[src/verilog/mmuPkg.sv]
package mmuPkg;

    // basic widths
    localparam int VaddrWidth      = 32;  // addresses and apb data
    localparam int Vpn2Width       = 19;
    localparam int PfnWidth        = 20;
    localparam int AsidWidth       = 8;
    localparam int CacheWidth      = 3;
    localparam int ExcCodeWidth    = 5;
    localparam int PageOffsetWidth = 12;
    localparam int SegWidth        = 3;

    // EntryLo layout: pfn | c | d | v | g
    localparam int LoGBit   = 0;
    localparam int LoVBit   = 1;
    localparam int LoDBit   = 2;
    localparam int LoCLsb   = 3;
    localparam int LoPfnLsb = 6;
    localparam int LoWidth  = LoPfnLsb + PfnWidth;

    localparam int HiVpn2Lsb = 13;  // EntryHi vpn2 position
    localparam int IndexPBit = 31;  // probe failed flag

    localparam logic [CacheWidth-1:0] CacheCached = 3'd3;

    localparam logic [ExcCodeWidth-1:0] ExcNone = 5'd0;
    localparam logic [ExcCodeWidth-1:0] ExcMod  = 5'd1;
    localparam logic [ExcCodeWidth-1:0] ExcTlbl = 5'd2;
    localparam logic [ExcCodeWidth-1:0] ExcTlbs = 5'd3;

    // apb register map
    localparam logic [VaddrWidth-1:0] RegIndex    = 32'h00;
    localparam logic [VaddrWidth-1:0] RegEntryLo0 = 32'h04;
    localparam logic [VaddrWidth-1:0] RegEntryLo1 = 32'h08;
    localparam logic [VaddrWidth-1:0] RegEntryHi  = 32'h0C;
    localparam logic [VaddrWidth-1:0] RegCommand  = 32'h10;

    localparam logic [VaddrWidth-1:0] CmdTlbWrite = 32'd1;
    localparam logic [VaddrWidth-1:0] CmdTlbProbe = 32'd2;

    localparam logic [SegWidth-1:0] SegKseg0 = 3'b100;
    localparam logic [SegWidth-1:0] SegKseg1 = 3'b101;

    // same 32 bits, seen as a tlb page or as a segment
    typedef union packed {
        struct packed {
            logic [Vpn2Width-1:0]       vpn2;
            logic                       oddPage;
            logic [PageOffsetWidth-1:0] pageOffset;
        } mapped;
        struct packed {
            logic [SegWidth-1:0]            segment;
            logic [VaddrWidth-SegWidth-1:0] segOffset;
        } seg;
    } vaddrU;

endpackage

[src/verilog/addrTranslate.sv]
module addrTranslate import mmuPkg::*; (
    input  logic                    clk,
    input  logic                    rstN,
    input  logic                    xlValid,
    input  logic [VaddrWidth-1:0]   xlVaddr,
    input  logic                    xlStore,
    input  logic                    lookupHit,
    input  logic [PfnWidth-1:0]     lookupPfn,
    input  logic [CacheWidth-1:0]   lookupC,
    input  logic                    lookupD,
    input  logic                    lookupV,
    input  logic                    resReady,
    output logic                    xlReady,
    output logic [Vpn2Width-1:0]    lookupVpn2,
    output logic                    lookupOdd,
    output logic                    resValid,
    output logic [VaddrWidth-1:0]   resPaddr,
    output logic                    resCached,
    output logic [ExcCodeWidth-1:0] resExc,
    output logic                    resRefill
);

    vaddrU                   va;
    logic                    accept;
    logic                    unmapped;
    logic [ExcCodeWidth-1:0] missExc;
    logic [VaddrWidth-1:0]   nxtPaddr;
    logic                    nxtCached;
    logic [ExcCodeWidth-1:0] nxtExc;
    logic                    nxtRefill;

    assign va = xlVaddr;

    assign lookupVpn2 = va.mapped.vpn2;
    assign lookupOdd  = va.mapped.oddPage;

    assign xlReady = !resValid || resReady;
    assign accept  = xlValid && xlReady;

    assign unmapped = (va.seg.segment == SegKseg0) || (va.seg.segment == SegKseg1);
    assign missExc  = xlStore ? ExcTlbs : ExcTlbl;

    always_comb begin
        nxtPaddr  = '0;
        nxtCached = 1'b0;
        nxtExc    = ExcNone;
        nxtRefill = 1'b0;
        if (unmapped) begin
            nxtPaddr  = {{SegWidth{1'b0}}, va.seg.segOffset};
            nxtCached = (va.seg.segment == SegKseg0);  // kseg0 fixed cached
        end else if (!lookupHit) begin
            nxtExc    = missExc;
            nxtRefill = 1'b1;  // refill vector
        end else if (!lookupV) begin
            nxtExc = missExc;
        end else if (xlStore && !lookupD) begin
            nxtExc = ExcMod;
        end else begin
            nxtPaddr  = {lookupPfn, va.mapped.pageOffset};
            nxtCached = (lookupC == CacheCached);
        end
    end

    always_ff @(posedge clk) begin
        if (!rstN) begin
            resValid <= 1'b0;
        end else if (accept) begin
            resValid <= 1'b1;
        end else if (resReady) begin
            resValid <= 1'b0;
        end
    end

    // result held until taken
    always_ff @(posedge clk) begin
        if (accept) begin
            resPaddr  <= nxtPaddr;
            resCached <= nxtCached;
            resExc    <= nxtExc;
            resRefill <= nxtRefill;
        end
    end

    resHold: assert property (@(posedge clk) disable iff (!rstN)
        resValid && !resReady |=> resValid && $stable(resPaddr) && $stable(resCached)
            && $stable(resExc) && $stable(resRefill))
        else $error("result changed under back-pressure");

endmodule

[src/verilog/cp0TlbRegs.sv]
module cp0TlbRegs import mmuPkg::*; #(
    parameter int numEntries = 16,
    localparam int idxWidth = (numEntries > 1) ? $clog2(numEntries) : 1
) (
    input  logic                  clk,
    input  logic                  rstN,
    input  logic                  psel,
    input  logic                  penable,
    input  logic                  pwrite,
    input  logic [VaddrWidth-1:0] paddr,
    input  logic [VaddrWidth-1:0] pwdata,
    input  logic                  probeHit,
    input  logic [idxWidth-1:0]   probeIndex,
    output logic [VaddrWidth-1:0] prdata,
    output logic                  pready,
    output logic                  pslverr,
    output logic                  tlbWe,
    output logic [idxWidth-1:0]   tlbWrIndex,
    output logic [VaddrWidth-1:0] entryHi,
    output logic [VaddrWidth-1:0] entryLo0,
    output logic [VaddrWidth-1:0] entryLo1
);

    logic                  access;
    logic                  regHit;
    logic                  wrEn;
    logic                  cmdWrite;
    logic                  probeCmd;
    logic                  probeFail;
    logic [idxWidth-1:0]   idxField;
    logic [LoWidth-1:0]    lo0;
    logic [LoWidth-1:0]    lo1;
    logic [Vpn2Width-1:0]  hiVpn2;
    logic [AsidWidth-1:0]  hiAsid;
    logic [VaddrWidth-1:0] indexWord;

    assign access = psel & penable;
    assign regHit = paddr inside {RegIndex, RegEntryLo0, RegEntryLo1, RegEntryHi, RegCommand};

    assign pready  = access;  // no wait states
    assign pslverr = access & ~regHit;

    assign wrEn     = access & pwrite & regHit;
    assign cmdWrite = wrEn & (paddr == RegCommand);
    assign tlbWe    = cmdWrite & (pwdata == CmdTlbWrite);
    assign probeCmd = cmdWrite & (pwdata == CmdTlbProbe);  // other values dropped

    assign tlbWrIndex = idxField;

    // register views, unused bits tied low
    assign indexWord = {probeFail, {(IndexPBit - idxWidth){1'b0}}, idxField};
    assign entryHi   = {hiVpn2, {(HiVpn2Lsb - AsidWidth){1'b0}}, hiAsid};
    assign entryLo0  = {{(VaddrWidth - LoWidth){1'b0}}, lo0};
    assign entryLo1  = {{(VaddrWidth - LoWidth){1'b0}}, lo1};

    always_comb begin
        case (paddr)
            RegIndex:    prdata = indexWord;
            RegEntryLo0: prdata = entryLo0;
            RegEntryLo1: prdata = entryLo1;
            RegEntryHi:  prdata = entryHi;
            default:     prdata = '0;  // command reg and holes
        endcase
    end

    always_ff @(posedge clk) begin
        if (!rstN) begin
            probeFail <= 1'b0;
            idxField  <= '0;
            lo0       <= '0;
            lo1       <= '0;
            hiVpn2    <= '0;
            hiAsid    <= '0;
        end else if (wrEn) begin
            case (paddr)
                RegIndex: begin
                    probeFail <= pwdata[IndexPBit];
                    idxField  <= pwdata[idxWidth-1:0];
                end
                RegEntryLo0: lo0 <= pwdata[LoWidth-1:0];
                RegEntryLo1: lo1 <= pwdata[LoWidth-1:0];
                RegEntryHi: begin
                    hiVpn2 <= pwdata[HiVpn2Lsb +: Vpn2Width];
                    hiAsid <= pwdata[AsidWidth-1:0];
                end
                default: ;
            endcase

            // probe result lands in Index on the access edge
            if (probeCmd) begin
                if (probeHit) begin
                    probeFail <= 1'b0;
                    idxField  <= probeIndex;
                end else begin
                    probeFail <= 1'b1;  // index kept
                end
            end
        end
    end

    // every access phase follows a setup phase
    apbPhaseOrder: assert property (@(posedge clk) disable iff (!rstN)
        penable |-> psel && $past(psel && !penable))
        else $error("apb access phase without setup");

endmodule

[src/verilog/mipsMmu.sv]
module mipsMmu import mmuPkg::*; #(
    parameter int numEntries = 16,
    localparam int idxWidth = (numEntries > 1) ? $clog2(numEntries) : 1
) (
    input  logic                    clk,
    input  logic                    rstN,
    // apb slave
    input  logic                    psel,
    input  logic                    penable,
    input  logic                    pwrite,
    input  logic [VaddrWidth-1:0]   paddr,
    input  logic [VaddrWidth-1:0]   pwdata,
    output logic [VaddrWidth-1:0]   prdata,
    output logic                    pready,
    output logic                    pslverr,
    // request stream
    input  logic                    xlValid,
    output logic                    xlReady,
    input  logic [VaddrWidth-1:0]   xlVaddr,
    input  logic                    xlStore,
    // result stream
    output logic                    resValid,
    input  logic                    resReady,
    output logic [VaddrWidth-1:0]   resPaddr,
    output logic                    resCached,
    output logic [ExcCodeWidth-1:0] resExc,
    output logic                    resRefill
);

    logic                  tlbWe;
    logic [idxWidth-1:0]   tlbWrIndex;
    logic [VaddrWidth-1:0] entryHi;
    logic [VaddrWidth-1:0] entryLo0;
    logic [VaddrWidth-1:0] entryLo1;
    logic                  probeHit;
    logic [idxWidth-1:0]   probeIndex;
    logic [Vpn2Width-1:0]  lookupVpn2;
    logic                  lookupOdd;
    logic                  lookupHit;
    logic [PfnWidth-1:0]   lookupPfn;
    logic [CacheWidth-1:0] lookupC;
    logic                  lookupD;
    logic                  lookupV;

    cp0TlbRegs #(.numEntries(numEntries)) uCp0Regs (
        .clk(clk), .rstN(rstN),
        .psel(psel), .penable(penable), .pwrite(pwrite), .paddr(paddr), .pwdata(pwdata),
        .probeHit(probeHit), .probeIndex(probeIndex),
        .prdata(prdata), .pready(pready), .pslverr(pslverr),
        .tlbWe(tlbWe), .tlbWrIndex(tlbWrIndex),
        .entryHi(entryHi), .entryLo0(entryLo0), .entryLo1(entryLo1)
    );

    tlbArray #(.numEntries(numEntries)) uTlb (
        .clk(clk), .rstN(rstN),
        .tlbWe(tlbWe), .tlbWrIndex(tlbWrIndex),
        .entryHi(entryHi), .entryLo0(entryLo0), .entryLo1(entryLo1),
        .lookupVpn2(lookupVpn2), .lookupOdd(lookupOdd),
        .lookupHit(lookupHit), .lookupPfn(lookupPfn), .lookupC(lookupC),
        .lookupD(lookupD), .lookupV(lookupV),
        .probeHit(probeHit), .probeIndex(probeIndex)
    );

    addrTranslate uXlate (
        .clk(clk), .rstN(rstN),
        .xlValid(xlValid), .xlVaddr(xlVaddr), .xlStore(xlStore), .xlReady(xlReady),
        .lookupHit(lookupHit), .lookupPfn(lookupPfn), .lookupC(lookupC),
        .lookupD(lookupD), .lookupV(lookupV),
        .lookupVpn2(lookupVpn2), .lookupOdd(lookupOdd),
        .resReady(resReady), .resValid(resValid), .resPaddr(resPaddr),
        .resCached(resCached), .resExc(resExc), .resRefill(resRefill)
    );

endmodule

[src/verilog/tlbArray.sv]
module tlbArray import mmuPkg::*; #(
    parameter int numEntries = 16,
    localparam int idxWidth = (numEntries > 1) ? $clog2(numEntries) : 1
) (
    input  logic                  clk,
    input  logic                  rstN,
    input  logic                  tlbWe,
    input  logic [idxWidth-1:0]   tlbWrIndex,
    input  logic [VaddrWidth-1:0] entryHi,
    input  logic [VaddrWidth-1:0] entryLo0,
    input  logic [VaddrWidth-1:0] entryLo1,
    input  logic [Vpn2Width-1:0]  lookupVpn2,
    input  logic                  lookupOdd,
    output logic                  lookupHit,
    output logic [PfnWidth-1:0]   lookupPfn,
    output logic [CacheWidth-1:0] lookupC,
    output logic                  lookupD,
    output logic                  lookupV,
    output logic                  probeHit,
    output logic [idxWidth-1:0]   probeIndex
);

    logic [numEntries-1:0]   entryVld;
    logic [Vpn2Width-1:0]    vpn2Mem [numEntries];
    logic [AsidWidth-1:0]    asidMem [numEntries];
    logic                    gMem    [numEntries];
    logic [LoWidth-1:LoVBit] pageMem [numEntries][2];  // pfn, c, d, v per half

    logic [AsidWidth-1:0]    curAsid;
    logic [numEntries-1:0]   lkMatch;
    logic [numEntries-1:0]   prMatch;
    logic [idxWidth-1:0]     lkIdx;
    logic [LoWidth-1:LoVBit] lkPage;

    assign curAsid = entryHi[AsidWidth-1:0];

    function automatic logic [numEntries-1:0] matchVec(input logic [Vpn2Width-1:0] vpn2);
        logic [numEntries-1:0] m;
        for (int i = 0; i < numEntries; i++) begin
            m[i] = entryVld[i] && (vpn2Mem[i] == vpn2) && (gMem[i] || asidMem[i] == curAsid);
        end
        return m;
    endfunction

    function automatic logic [idxWidth-1:0] encode(input logic [numEntries-1:0] m);
        logic [idxWidth-1:0] idx;
        idx = '0;
        for (int i = 0; i < numEntries; i++) begin
            if (m[i]) idx = idx | idxWidth'(i);  // exact for a one-hot vector
        end
        return idx;
    endfunction

    always_ff @(posedge clk) begin
        if (!rstN) begin
            entryVld <= '0;
        end else if (tlbWe) begin
            entryVld[tlbWrIndex] <= 1'b1;
        end
    end

    always_ff @(posedge clk) begin
        if (tlbWe) begin
            vpn2Mem[tlbWrIndex]    <= entryHi[HiVpn2Lsb +: Vpn2Width];
            asidMem[tlbWrIndex]    <= curAsid;
            gMem[tlbWrIndex]       <= entryLo0[LoGBit] & entryLo1[LoGBit];
            pageMem[tlbWrIndex][0] <= entryLo0[LoWidth-1:LoVBit];
            pageMem[tlbWrIndex][1] <= entryLo1[LoWidth-1:LoVBit];
        end
    end

    // translation port
    always_comb begin
        lkMatch = matchVec(lookupVpn2);
        lkIdx   = encode(lkMatch);
        lkPage  = pageMem[lkIdx][lookupOdd];
    end

    assign lookupHit = |lkMatch;
    assign lookupPfn = lkPage[LoPfnLsb +: PfnWidth];
    assign lookupC   = lkPage[LoCLsb +: CacheWidth];
    assign lookupD   = lkPage[LoDBit];
    assign lookupV   = lkPage[LoVBit];

    // probe port, keyed by EntryHi
    always_comb begin
        prMatch    = matchVec(entryHi[HiVpn2Lsb +: Vpn2Width]);
        probeIndex = encode(prMatch);
    end

    assign probeHit = |prMatch;

    singleMatch: assert property (@(posedge clk) disable iff (!rstN)
        $onehot0(lkMatch) && $onehot0(prMatch))
        else $error("multiple tlb entries match");

endmodule
[config.mk]
export PLATFORM = sky130hd
export DESIGN_NAME = mipsMmu
export DESIGN_NICKNAME = d
export VERILOG_FILES = /design/src/verilog/mmuPkg.sv /design/src/verilog/addrTranslate.sv /design/src/verilog/cp0TlbRegs.sv /design/src/verilog/mipsMmu.sv /design/src/verilog/tlbArray.sv
export SDC_FILE = /design/constraint.sdc
export NUM_CORES = 2
export LEC_CHECK = 0
export ABC_AREA = 0
export BUFFER_PORTS_ARGS = -buffer_cell sky130_fd_sc_hd__buf_2
export CORE_MARGIN = 3
export CORE_UTILIZATION = 40
export CTS_CLUSTER_SIZE = 8
export DETAILED_ROUTE_END_ITERATION = 8
export SLEW_MARGIN = 20
export SYNTH_ARGS = -nofsm -noshare
export SYNTH_HDL_FRONTEND = slang
export SYNTH_SLANG_ARGS = --single-unit
[constraint.sdc]
create_clock -name clk -period 16.5 [get_ports clk]
set_clock_uncertainty 0.2 [all_clocks]
set_input_delay 3.3 -clock clk [delete_from_list [all_inputs] [get_ports clk]]
set_output_delay 3.3 -clock clk [all_outputs]
set_load 0.02 [all_outputs]
## Yosys cells after proc, flatten, opt, wreduce, memory -nomap -nowiden

Memory sizes are Yosys's and may differ from the RTL's.
Index checks and enable logic that the tools add are counted.

| word-level totals | value |
|---|---|
| bits of input ports | 104 |
| memories kept | 4 |
| register bits after elaboration | 140 |
| memory bits (writable) | 1,248 |

| operators by class | value |
|---|---|
| reductions and logical operators | 98 |
| equal/unequal tests | 57 |
| bitwise operators | 13 |
| $lt $le $gt $ge | 3 |
| mux-type cells | 59 |

Memory list:

| memory | depth | bits a word | rd ports | clocked after Yosys merged registers in | write ports | RTL line | RTL |
|---|---|---|---|---|---|---|---|
| uTlb.pageMem | 16 | 50 | 1 | 0 | 1 | tlbArray.sv:27 | `logic [LoWidth-1:LoVBit] pageMem [numEntries][2];` |
| uTlb.vpn2Mem | 16 | 19 | 16 | 0 | 1 | tlbArray.sv:24 | `logic [Vpn2Width-1:0] vpn2Mem [numEntries];` |
| uTlb.asidMem | 16 | 8 | 16 | 0 | 1 | tlbArray.sv:25 | `logic [AsidWidth-1:0] asidMem [numEntries];` |
| uTlb.gMem | 16 | 1 | 16 | 0 | 1 | tlbArray.sv:26 | `logic gMem [numEntries];` |

Operators by type and width:

| cell | number |
|---|---|
| $eq A19 B19 Y1 | 32 |
| $eq A8 B8 Y1 | 16 |
| $pmux W32 S4 | 1 |
| $mux W29 | 4 |
| $mux W4 | 19 |
| $mux W25 | 3 |
| $logic_and A1 B1 Y1 | 67 |
| $eq A32 B4 Y1 const B | 2 |
| $eq A32 B1 Y1 const B | 1 |
| $eq A32 B2 Y1 const B | 1 |
| $eq A32 B3 Y1 const B | 1 |
| $eq A32 B5 Y1 const B | 1 |
| $logic_not A32 Y1 | 1 |
| $reduce_or A16 Y1 | 2 |
| $mux W3 | 8 |
| $logic_or A1 B1 Y1 | 18 |
| $mux W1 | 17 |
| $or A16 B16 Y16 | 1 |
| $mux W5 | 2 |
| $and A1 B1 Y1 | 8 |
| $mux W2 | 4 |
| $reduce_and A2 Y1 | 4 |
| $eq A3 B3 Y1 const B | 2 |
| $lt A4 B5 Y1 const B | 1 |
| 10 further kinds | 14 |

## Logic depth before layout (Yosys ltp)

An unclocked memory read counts as a cell.

| depth | value |
|---|---|
| depth in word-level cells | 29 |
| gate-level depth with buffers | 20 |
| mapped depth without buffers | 12 |

## By module

A second synthesis with hierarchy kept.

| second synthesis, totals | value |
|---|---|
| cells, all modules | 4,295 |
| area total of the unflattened synthesis | 59,847.4 µm² |

Modules (own cells, without submodules):

| module | area an instance (µm²) | cells an instance | seq. area each (µm²) | instances |
|---|---|---|---|---|
| tlbArray | 53,765.3 | 3,703 | 37,796.2 | 1 |
| cp0TlbRegs | 4,395.5 | 477 | 1,681.6 | 1 |
| addrTranslate | 1,686.6 | 115 | 1,101.1 | 1 |

## Worst setup path before layout

OpenSTA, ideal clock, no wires.

| timing | value |
|---|---|
| path type | input-to-reg |
| start point | input port psel |
| end point | memory uTlb.asidMem[8][0] (enable) |
| stages | 9 |
| arrival time | 12,125 ps |
| buffers on the path | 0 |
| setup slack | 3,466 ps |
| cells stage by stage | and2_1 > nand2_1 > nor4_1 > and3_1 > nand3_1 > or3b_2 > inv_1 > nand2_1 > nor4_1 |

| on the way | value |
|---|---|
| longest elaborated chain between the ends | 7 |

Ends and longest elaborated chain:

| what | RTL line | RTL |
|---|---|---|
| from (decl) | mipsMmu.sv:8 | `input logic psel,` |
| $and A1 B1 Y1 | cp0TlbRegs.sv:37 | `assign access = psel & penable;` |
| $and A1 B1 Y1 (2 in a row) | cp0TlbRegs.sv:43 | `assign wrEn = access & pwrite & regHit;` |
| $and A1 B1 Y1 | cp0TlbRegs.sv:44 | `assign cmdWrite = wrEn & (paddr == RegCommand);` |
| $and A1 B1 Y1 | cp0TlbRegs.sv:45 | `assign tlbWe = cmdWrite & (pwdata == CmdTlbWrite);` |
| $mux W1 | tlbArray.sv:63 | `if (tlbWe) begin` |
| $mux W1 (not written as such) | tlbArray.sv:65 | `asidMem[tlbWrIndex] <= curAsid;` |
| to (decl) | tlbArray.sv:25 |  |

No other way between the ends.

## Worst setup path in the final report

| timing | value |
|---|---|
| start point | input port paddr[15] |
| end point | output port prdata[11] |

| on the way | value |
|---|---|
| longest elaborated chain between the ends | 2 |
| elaborated cells on any way between the ends | 5 |

Ends and longest elaborated chain:

| what | RTL line | RTL |
|---|---|---|
| from (decl) | mipsMmu.sv:11 | `input logic [VaddrWidth-1:0] paddr,` |
| $eq A32 B4 Y1, or another cell as far along | cp0TlbRegs.sv:57 | `case (paddr)` |
| $pmux W32 S4 (*) | cp0TlbRegs.sv:57 |  |
| to (decl) | mipsMmu.sv:13 | `output logic [VaddrWidth-1:0] prdata,` |

Mark *: on every way between the ends. The rest lies on a longest branch, timed or not.

==> impl_metrics.yaml <==
outcome:
  status: "finished, final reports clean"
clock_tree:
  holdBufCountCts: 0
  cts-resized-gates: 0
  tritoncts: "yes"
  cts_sinks: 1385
  clkTransAtPathRegs_ps: 50
  cts_setup_buffers: 0
  clk_latency_ps: 800
  clock-root-buffer: "clkbuf_16"
  clockBufferDepth: 3
  cts_buffers: 191
  htree_levels: 4
hold_path:
  holdPathStages: 1
  hold_path.class: "register to register"
  min_from: "uTlb.entryVld[0]"
  hold_end: "uTlb.entryVld[0]"
worst_setup_path:
  critical_path.endpoint_type: "primary output"
  rrSetupSlack_ps: 9290
  path_max_fanout: 27
  path_buf_inv: 3
  cpMaxStageDelayCell: "or3_2"
  crit_start: "paddr[15]"
  r2r-start: "uCp0Regs.hiAsid[4]"
  critPathLaunchType: "input pin"
  cpMostUsedCell: "buf_2"
  cp_top_family: "simple AND/OR/NAND/NOR gates"
  critPathArrivalTime_ps: 5810
  slowest_delay_ps: 550
  r2r-end: "uXlate.resPaddr[22]"
  critPathKind: "input pin to primary output"
  path_cells: "buf_2 -> nor4_1 -> nand4_1 -> or3_2 -> buf_4 -> nor2_1 -> buf_2"
  ff2ff_path_depth: 15
  worstPathRequired_ps: 13000
global_routing:
  antenna_found_initial: 9
  grt_overflow: 0
  grt_max_degree: 166
  grt_pass1_vias: 35648
  grt_use_total_pct: 22.1
  grt_pass1_wl_mm: 251
layout:
  layout_common_cells: "edfxtp_1 (1284), xor2_1 (456), nand2_1 (430), mux2i_1 (285), xnor2_1 (280)"
  syn2layout_area_growth_pct: 14.2
  fin_cells: 6492
  drive_above_1_share_pct: 14.9
  fillers: 12958
  post-route-util_pct: 46.3
  layout.nets: 4463
  layout_commonest_cell: "edfxtp_1"
floorplan:
  rows: 141
  start_util_pct: 40.6
  die_y_um: 394
  core_area_um2: 149000
  dieArea_um2: 156000
  ios: 179
  die_width_um: 394
synth:
  synth_flop_cell: "edfxtp_1"
  synth_area_um2: 60300
  synth_edf_count: 1284
  yosys_warnings: 0
  syn-mean-instance-area_um2: 14.6
  ys_types: 71
  ys_seq_area_share_pct: 67.2
  async_flop_share_pct: 0
  synthCells: 4132
  ys_seq_elements: 1385
pwr:
  power_density_nw_per_um2: 110
  ir_worst_vdd_mv: 0.0883
  p_total_w: 0.00756
  static-leakage-power_nw: 27.8
placement:
  dp.cells: 6168
  dp_hpwl_mm: 99.6
  io_buffers: 175
  gp_congestion: 0.821
timing:
  relSlewSlack_pct: 24.8
  finalSetupTns_ps: 0
  hold_viol_final: 0
  rsz0062_at_grt: "no"
  fmax_mhz: 107
  final_max_slew_viol_count: 0
  finalCritPeriodShare_pct: 56.4
  worst_pin_slew_ps: 1120
  finalSetupViolCount: 0
  post-route-min-period_ps: 9310
drt:
  drt_wl_total_mm: 177
  remaining_drc_errors: 0
  drtAntennaViolNets: 0
  dr.pass1.iters: 5
  via_per_inst: 5.54
  vias: 35955
  wl_per_cell_um: 27.2
  drt-initial-drc-count: 3376
job:
  drv_cap: 0
-- metrics by stage --
step	area, um2	worst slack [ps]	hold slack [ps]
6_report	68900	7190	257
5_1_grt	68900	7130	290
3_3_place_gp	63400	6600	239
2_1_floorplan	60400	3470	233
3_5_place_dp	63400	6710	247
4_1_cts	68900	7200	262
-- metal layers --
| metal | vias up | GRT usage (%) | wire [um] |
|---|---|---|---|
| met3 | 245 | 4.56 | 15200 |
| met2 | 1572 | 34.2 | 79200 |
| met1 | 18399 | 31.9 | 78300 |
| li1 | 15739 | - | - |
| met4 | 0 | 5.68 | 3780 |
| met5 | - | 0 | 0 |
-- worst register-to-register path, stage by stage, from the launching register on --
cell and delay [ps]:
dfxtp_1 920, buf_4 420, xor2_1 120, nor4_1 290, a21oi_1 240, nor4b_1 700, or4b_4 290, or2_4 420
buf_4 800, buf_4 970, mux2i_1 350, nand2_1 90, nand3_1 120, o21ai_0 140, mux4_2 620, a22o_1 250
-- synthesized netlist by cell type (all sizes together) (6+ instances only) --
master	n	area (um2)
clkbuf	117	439
buf	131	862
nand4	81	507
mux4	25	563
a21boi	83	623
inv	6	22.5
a22oi	23	173
or3	8	50.1
nand2b	8	50.1
nand4b	20	175
a21oi	88	444
a22o	19	166
xnor2	280	2450
edfxtp	1284	38600
mux2i	285	2850
nor3	31	155
nand3	72	360
nor2b	9	56.3
nor4	138	897
nor4b	15	146
and2	31	194
nand2	431	1620
o21a	17	128
nor2	76	285
xor2	456	3990
o21ai	131	656
mux2	109	1400
dfxtp	101	2020
-- worst max path at each step --
stage	end	cells past startpoint
after floorplan	uTlb.asidMem[8][0]	9
after global placement	uXlate.resPaddr[29]	14
after detailed placement	uXlate.resPaddr[22]	15
after CTS	prdata[11]	7
after global routing	prdata[11]	7
final	prdata[11]	7
-- state kept, by name, summed over array words and instances (netlist names) --
name                 flops
uCp0Regs.hiAsid          8
uCp0Regs.hiVpn2         19
uCp0Regs.lo0            26
uCp0Regs.lo1            26
uCp0Regs.probeFail       1
uCp0Regs.tlbWrIndex      4
uTlb.asidMem           128
uTlb.entryVld           16
uTlb.gMem               16
uTlb.pageMem           800
uTlb.vpn2Mem           304
uXlate.resCached         1
uXlate.resExc            2
uXlate.resPaddr         32
uXlate.resRefill         1
uXlate.resValid          1
-- power by group --
part	leakage (nW)	switching, W	internal, W
Sequential	15.7	0.00000695	0.00379
Combinational	9.46	0.000100	0.0000447
Clock	2.61	0.00144	0.00217
Total	27.8	0.00155	0.00601
-- layout make-up --
cell class / count / area (um2) / share of cell area (%)
Antenna cell: 4 / 10.0 / 0.0145
Clock buffer: 306 / 5280 / 7.65
Clock inverter: 14 / 191 / 0.278
Inverter: 7 / 26.3 / 0.0381
Multi-Input combinational cell: 2494 / 18600 / 27.0
Sequential cell: 1385 / 40600 / 58.9
Tap cell: 2002 / 2500 / 3.63
Timing Repair Buffer: 280 / 1690 / 2.45
-- logic make-up after synthesis --
logic type	Yosys count	share of synthesized area, %
DFF	1385	67.2
and+or+nand+nor	943	7.78
xor gates and xnor gates	736	10.7
muxes	419	7.97
AOI/OAI and AO/OA	393	4.11
buffers and inverters	255	2.20
other	1	0.00621
(Power assumes the default switching activity.)
